**config.mk**
```make
export PLATFORM = sky130hd
export DESIGN_NAME = bundle_sequencer
export DESIGN_NICKNAME = d
export VERILOG_FILES = /design/src/hdc_cfg_pkg.sv /design/src/hdc_cmd_pkg.sv /design/src/bundle_sequencer.sv
export SDC_FILE = /design/constraint.sdc
export NUM_CORES = 1
export LEC_CHECK = 0
export ABC_AREA = 1
export BUFFER_PORTS_ARGS = -buffer_cell sky130_fd_sc_hd__buf_2
export CAP_MARGIN = 20
export CORE_AREA = 2 2 39 41
export DETAILED_ROUTE_END_ITERATION = 6
export DIE_AREA = 0 0 41 43
export MAX_ROUTING_LAYER = met4
export SETUP_SLACK_MARGIN = 0.4
export SYNTH_ARGS = -nofsm -noshare
export SYNTH_HDL_FRONTEND = slang
export SYNTH_SLANG_ARGS = --single-unit
```
**constraint.sdc**
```tcl
create_clock -name clk -period 2.45 [get_ports clk]
set_clock_uncertainty 0.05 [all_clocks]
set_input_delay 0.3675 -clock clk [delete_from_list [all_inputs] [get_ports clk]]
set_output_delay 0.3675 -clock clk [all_outputs]
set_load 0.03 [all_outputs]
```
**src/hdc_cfg_pkg.sv**
```systemverilog
package hdc_cfg_pkg;

    // hypervector width, kept small for simulation
    localparam int hv_dim = 256;

    // compute cores feeding the bundler
    localparam int num_cores = 4;

    // per-dimension count, signed, saturating
    localparam int cnt_w = 8;

    // snapshot slots for the full counter state
    localparam int num_slots = 4;

    // output stream geometry
    localparam int beat_w = 64;
    localparam int num_beats = hv_dim / beat_w;

    // one binary hypervector
    typedef logic [hv_dim-1:0] hv_t;

    // one hypervector per core, core 0 in the low slice
    typedef hv_t [num_cores-1:0] core_bank_t;

    // core select, one bit per core
    typedef logic [num_cores-1:0] core_mask_t;

    // signed running count of a single dimension
    typedef logic signed [cnt_w-1:0] cnt_t;

    typedef logic [$clog2(num_slots)-1:0] slot_t;
    typedef logic [$clog2(num_beats)-1:0] beat_idx_t;

endpackage

```
**src/hdc_cmd_pkg.sv**
```systemverilog
package hdc_cmd_pkg;

    // command opcodes, values 5..7 are unused and ignored
    typedef enum logic [2:0] {
        op_clear,
        op_accum,
        op_save,
        op_load,
        op_read
    } hv_op_e;

    // command word from the source, valid for one cycle
    typedef struct packed {
        hv_op_e                  op;
        hdc_cfg_pkg::core_mask_t core_mask;
        // negate every contribution of an accumulate
        logic                    sub;
        hdc_cfg_pkg::slot_t      slot;
    } hv_cmd_t;

    // per-cycle counter controls, sequencer to buffer
    // all strobes here are high for a single cycle
    typedef struct packed {
        logic                    clear;
        logic                    accum;
        logic                    sub;
        hdc_cfg_pkg::core_mask_t core_mask;
        logic                    save;
        logic                    load;
        hdc_cfg_pkg::slot_t      slot;
    } ctr_ctrl_t;

    // beat request during a read burst
    typedef struct packed {
        logic                   valid;
        hdc_cfg_pkg::beat_idx_t index;
    } stream_req_t;

    // outgoing stream beat, no ready
    typedef struct packed {
        logic                          valid;
        logic [hdc_cfg_pkg::beat_w-1:0] data;
    } stream_beat_t;

endpackage

```
**src/bundle_sequencer.sv**
```systemverilog
`timescale 1ns/1ps

module bundle_sequencer (
    input  logic                     clk,
    input  logic                     rst,
    input  logic                     cmd_valid,
    input  hdc_cmd_pkg::hv_cmd_t     cmd,
    output hdc_cmd_pkg::ctr_ctrl_t   ctrl,
    output hdc_cmd_pkg::stream_req_t sreq,
    output logic                     busy
);
    import hdc_cfg_pkg::*;
    import hdc_cmd_pkg::*;

    // read burst state
    logic      busy_q;
    beat_idx_t idx_q;

    // commands are dropped for the whole burst
    logic accept;
    logic start_read;
    logic last_beat;

    assign accept     = cmd_valid && !busy_q;
    assign start_read = accept && (cmd.op == op_read);
    assign last_beat  = (idx_q == beat_idx_t'(num_beats - 1));

    // opcode decode, same cycle as the strobe
    always_comb begin
        ctrl = '0;
        if (accept) begin
            // operands pass through, strobes from the opcode
            ctrl.sub       = cmd.sub;
            ctrl.core_mask = cmd.core_mask;
            ctrl.slot      = cmd.slot;
            case (cmd.op)
                op_clear: ctrl.clear = 1'b1;
                op_accum: ctrl.accum = 1'b1;
                op_save:  ctrl.save  = 1'b1;
                op_load:  ctrl.load  = 1'b1;
                // read touches no counter
                default:  ctrl.clear = 1'b0;
            endcase
        end
    end

    // beat counter: 0..num_beats-1 on consecutive cycles
    always_ff @(posedge clk) begin
        if (rst) begin
            busy_q <= 1'b0;
            idx_q  <= '0;
        end else if (busy_q) begin
            idx_q <= idx_q + 1'b1;
            // free again the cycle after the last index
            if (last_beat) begin
                busy_q <= 1'b0;
            end
        end else if (start_read) begin
            busy_q <= 1'b1;
            idx_q  <= '0;
        end
    end

    // one request per busy cycle
    assign sreq = '{valid: busy_q, index: idx_q};
    assign busy = busy_q;

endmodule

```
==> results.py, run 1 <==
metrics = {
    "routing": {
        "vias": 328,
        "drtAntennaViolNets": 0,
        "avgRoutedWirePerCell_um": 7.64,
        "routed_via_density": 3.81,
        "dr.pass1.iters": 2,
        "drc": 0,
        "drt_wl_total_um": 657,
        "drt-initial-drc-count": 4,
    },
    "floorplan": {
        "die_area_mm2": 0.00176,
        "die_w_um": 41,
        "num_rows": 14,
        "core_mm2": 0.00138,
        "ios": 28,
        "fp.dieH_um": 43,
        "start_util_pct": 17.1,
    },
    "layout": {
        "fin_util_pct": 29.7,
        "area_delta_synth_final_pct": 73.5,
        "instances_no_fill": 86,
        "drive_gt1_share_pct": 48.6,
        "fin_nets": 85,
        "n_antenna_cell": 0,
        "nFillCells": 154,
        "final_area_um2": 410,
    },
    "cts": {
        "clkTransAtPathRegs_ps": 40,
        "htree_levels": 1,
        "cts_buffers": 3,
        "cts_tree": "done",
        "cts-root-buf": "clkbuf_4",
        "insertion_delay_ps": 230,
        "postCtsSetupBuffers": 0,
        "clock-sinks": 3,
        "clock_path_buffers": 2,
        "cts_resized": 0,
        "postCtsHoldBufs": 0,
    },
    "yosys": {
        "ys_async_sr_fraction_pct": 0,
        "synth_common_cells": "inv_1, nor2_1, nor3_1",
        "syn_area_per_cell_um2": 5.91,
        "synth_cells": 40,
        "yosysTopAreaCell": "dfxtp_1",
        "synth_seq_area_share_pct": 25.4,
        "synth_top_area_share_pct": 25.4,
        "yosysMostFrequentCell": "inv_1",
        "synth_area_leaders": "dfxtp_1, inv_1, nor2_1, nor3_1, a21oi_1",
        "synth_edf_count": 0,
        "synth_flop_cell": "dfxtp_1",
        "yosys_warnings": 0,
        "synth_cell_type_count": 14,
        "syn-num-nets": 54,
        "synth_area_um2": 236,
        "synth-seq-cells": 3,
    },
    "worst_setup_path": {
        "critPathKind": "flip-flop to primary output",
        "required_ps": 2030,
        "crit_arrival_ps": 1440,
        "crit_path_start_kind": "flip-flop",
        "crit_fanout": 8,
        "setup.worst_path.end_class": "primary output",
    },
    "power": {
        "ir_drop_mv": 0.281,
        "p_total_mw": 0.196,
        "power_leakage_nw": 0.279,
        "power.density_mw_per_mm2": 477,
    },
    "sta": {
        "tns_ps": 0,
        "maxClockFrequency_ghz": 0.540,
        "rsz0062_at_grt": "false",
        "hold_ws_ps": 277,
        "maxSlewHeadroom_pct": 85.3,
        "worst_slew_pin_slew_ps": 220,
        "fin_ws_ps": 597,
        "min_period_ps": 1850,
        "setup_violations": 0,
        "slew_viol_final": 0,
        "hold_violations": 0,
        "fin_crit_sh_pct": 75.6,
    },
    "grt": {
        "grt.overflow.total": 0,
        "grt_pass1_wl_um": 910,
        "grt_max_degree": 9,
        "grt_usage_pct": 7.91,
        "grt_pass1_vias": 267,
        "antenna_found_initial": 0,
    },
    "worst_hold_path": {
        "hold_path_class": "input pin to flip-flop",
    },
    "placement": {
        "finalWeightedCongestion": 0.653,
        "placed_cell_area_um2": 384,
        "dp.cells": 82,
        "port_buffers": 27,
        "dp_hpwl_um": 535,
        "preCtsSetupSlack_ps": 748,
    },
    "job": {
        "cap_violations": 0,
    },
    "outcome": {
        "status": "finished, final reports clean",
    },
}
## sequential cells by signal (all words and copies together), names as in the netlist
name	cells
busy	1
idx_q	2
## critical path, cell delays in order, from the launching register on
cell     delay, ps
dfxtp_1        360
nor2_2         150
inv_2           80
or2_4          250
nor3_1         150
buf_2          230
## cell usage in the layout, fill, tap and decap left out, drive strengths merged
master | synthesis | final
a21oi | 3 | 3
buf | 1 | 27
clkbuf | 0 | 4
dfxtp | 3 | 3
ha | 1 | 1
inv | 12 | 12
nand2 | 2 | 2
nand3 | 2 | 2
nor2 | 9 | 9
nor3 | 4 | 4
o21bai | 1 | 1
or2 | 2 | 2
## final cells by class
class	instances	area [um^2]	share of cell area (%)
flip-flops and latches	3	60.1	14.6
well taps	16	20.0	4.88
multi-input cells	24	124	30.2
clock buffers	4	26.3	6.40
inverters	12	45.0	11.0
repair buffers	27	135	32.9
## where the power goes
group / leakage (nW) / total (mW) / internal, mW / switching, mW
clock: 0.0150 / 0.0838 / 0.0609 / 0.0229
sequential: 0.0243 / 0.0524 / 0.0506 / 0.00184
combinational: 0.240 / 0.0596 / 0.0207 / 0.0390
total: 0.279 / 0.196 / 0.132 / 0.0637
## cell families after synthesis
logic type	synth area share, %
and+or+nand+nor	37.6
buffers and inverters	22.2
AOI/OAI and AO/OA	9.52
DFF	25.4
adders and majority gates	5.29
## final timing paths
kind	startpoint	end	slack, ps	cells past startpoint
setup / recovery	busy	ctrl[3]	600	5
hold / removal	rst	idx_q[1]	280	2
setup reg to reg	idx_q[0]	busy	1400	3
hold reg to reg	idx_q[0]	idx_q[0]	450	1
## per-layer routing
metal	track usage (%)	vias to the layer above	share of wire, %
li1	-	182	-
met1	7.05	124	43
met2	13.4	22	40
met3	1.57	0	16
met4	6.00	0	0
met5	-	-	0
Power figures use the tool's default switching activity.
==> inputs of run 2 (changes only) <==
Settings changed: ABC_AREA 1 to 0.
Clock period 2.45 ns to 1.7 ns, I/O delays scaled along.
==> run 2 against run 1 <==
  * Power up 66%
  * Die area unchanged
  * Combinational power is 110% higher
  * Critical endpoint is now ctrl[2]
  * Clock power increased by 50%
  * Global-route usage grew 4.8 points
  * Setup slack got worse by 360 ps
  * Critical path type unchanged
==> results.py, run 2 <==
metrics = {
    "worst_setup_path": {
        "critical-path-slowest-cell": "dfxtp_4",
        "ff2ff_path_depth": 3,
        "crit_path_start_kind": "flip-flop",
        "cp_top_family": "simple AND/OR/NAND/NOR gates",
        "crit_buf_inv": 1,
        "crit_chain": "nor2b_4 > and4b_1 > buf_6",
        "setup.worst_path.end_class": "primary output",
        "crit_arrival_ps": 1150,
        "crit_fanout": 6,
        "critPathKind": "flip-flop to primary output",
        "cpPeakStageDelay_ps": 340,
        "required_ps": 1390,
        "cp.depth": 3,
    },
    "floorplan": {
        "die_w_um": 41,
        "start_util_pct": 19.3,
        "ios": 28,
        "core_mm2": 0.00138,
        "num_rows": 14,
        "die_area_mm2": 0.00176,
        "fp.dieH_um": 43,
    },
    "grt": {
        "grt_pass1_vias": 340,
        "grt_pass1_wl_um": 1440,
        "grt_usage_pct": 12.7,
        "antenna_found_initial": 0,
        "grt.overflow.total": 0,
        "grt_max_degree": 9,
    },
    "yosys": {
        "syn_area_per_cell_um2": 9.52,
        "synth_edf_count": 0,
        "ys_async_sr_fraction_pct": 0,
        "synth_common_cells": "and2_1, dfxtp_1, and4bb_2, or3b_1",
        "synth-seq-cells": 3,
        "synth_area_leaders": "dfxtp_1, and2_1, and4bb_2, or3b_1, nor4b_2",
        "synth_flop_cell": "dfxtp_1",
        "yosysTopAreaCell": "dfxtp_1",
        "syn-num-nets": 42,
        "synth_seq_area_share_pct": 22.5,
        "synth_cell_type_count": 18,
        "synth_area_um2": 267,
        "synth_top_area_share_pct": 22.5,
        "synth_cells": 28,
        "yosys_warnings": 0,
        "yosysMostFrequentCell": "and2_1",
    },
    "layout": {
        "fin_nets": 75,
        "final_cell_mix": "buf_2, buf_6, and2_4",
        "multi_input_area_um2": 225,
        "register_area_um2": 63.8,
        "fin_util_pct": 40.9,
        "layout_commonest_cell": "buf_2",
        "area_delta_synth_final_pct": 112,
        "drive_gt1_share_pct": 76.7,
        "largest_reg_flops": 2,
        "nFillCells": 130,
        "top_register": "idx_q",
        "n_antenna_cell": 0,
    },
    "outcome": {
        "status": "finished, final reports clean",
    },
    "sta": {
        "maxClockFrequency_ghz": 0.685,
        "setup_violations": 0,
        "maxSlewHeadroom_pct": 88.4,
        "slew_viol_final": 0,
        "rsz0062_at_grt": "true",
        "worst_slew_pin_slew_ps": 174,
        "hold_ws_ps": 249,
        "min_period_ps": 1460,
        "hold_violations": 0,
        "tns_ps": 0,
        "fin_crit_sh_pct": 85.9,
    },
    "routing": {
        "vias": 350,
        "dr.pass1.iters": 1,
        "drc": 0,
        "drtAntennaViolNets": 0,
        "drt_wl_total_um": 858,
        "avgRoutedWirePerCell_um": 11.3,
        "drt-initial-drc-count": 0,
        "routed_via_density": 4.61,
    },
    "power": {
        "power_leakage_nw": 0.297,
        "power.density_mw_per_mm2": 575,
        "ir_drop_mv": 0.301,
    },
    "cts": {
        "cts_tree": "done",
        "insertion_delay_ps": 230,
        "postCtsHoldBufs": 0,
        "cts_buffers": 3,
        "clock_path_buffers": 2,
        "clock-sinks": 3,
        "clkTransAtPathRegs_ps": 40,
        "htree_levels": 1,
        "cts-root-buf": "clkbuf_4",
    },
    "worst_hold_path": {
        "hold_path_class": "input pin to flip-flop",
        "worstHoldPathCells": 2,
    },
    "job": {
        "cap_violations": 0,
    },
    "placement": {
        "dp_hpwl_um": 498,
        "finalWeightedCongestion": 0.668,
        "port_buffers": 27,
    },
}
run 2: cell count changes after synthesis, moves of 2 or more:
cell      change
inv_1        -11
or3b_1        +2
nand3_1       -2
and2_1        +7
and4bb_2      +2
a21oi_1       -3
nor2_1        -7
nor3_1        -4
run 2: power by group:
part | leakage, nW | switching [mW] | internal (mW)
Sequential | 0.0251 | 0.00201 | 0.0719
Combinational | 0.257 | 0.0621 | 0.0629
Clock | 0.0150 | 0.0381 | 0.0880
Total | 0.297 | 0.102 | 0.223
run 2: kinds of logic after synthesis:
group	after synthesis	share of synthesized area [%]
adders and majority gates	1	4.69
DFF	3	22.5
buffers and inverters	2	4.69
AOI/OAI and AO/OA	3	9.86
and+or+nand+nor	19	58.2
run 2: layout make-up:
cell class | instances | share of cell area (%)
timing repair buffer | 30 | 40.7
multi-input combinational | 23 | 39.8
sequential | 3 | 11.3
tap | 16 | 3.54
clock buffer | 4 | 4.65
run 2: metal layers:
| layer | part of all wire, % | up-vias | track usage [%] |
|---|---|---|---|
| met2 | 51 | 22 | 19.1 |
| li1 | - | 167 | - |
| met1 | 39 | 161 | 13.4 |
| met3 | 9.8 | 0 | 7.85 |
| met5 | 0 | - | - |
| met4 | 0 | 0 | 4.00 |
run 2: path summary, 6_finish.rpt:
check	startpoint	end	slack, ps
min reg2reg	idx_q[0]	idx_q[0]	540
max reg2reg	busy	idx_q[1]	600
min	rst	idx_q[1]	250
max	busy	ctrl[2]	240
run 2: what timing repair did:
action / in CTS / in global routing
pin swaps: 8 / 0
gates resized for setup: 31 / 0
setup buffers: 3 / 0
setup endpoints to repair: 11 / 11
cloned: 0 / 0
run 2: through the flow:
step / instances / setup WS, ps / total power [mW] / instance area (um^2)
finish: 76 / 240 / 0.325 / 566
global route: 76 / 177 / 0.351 / 566
CTS: 76 / 249 / 0.331 / 566
detailed placement: 69 / 292 / 0.163 / 422
global placement: 69 / 317 / 0.162 / 422
floorplan: 28 / 333 / 0.131 / 279
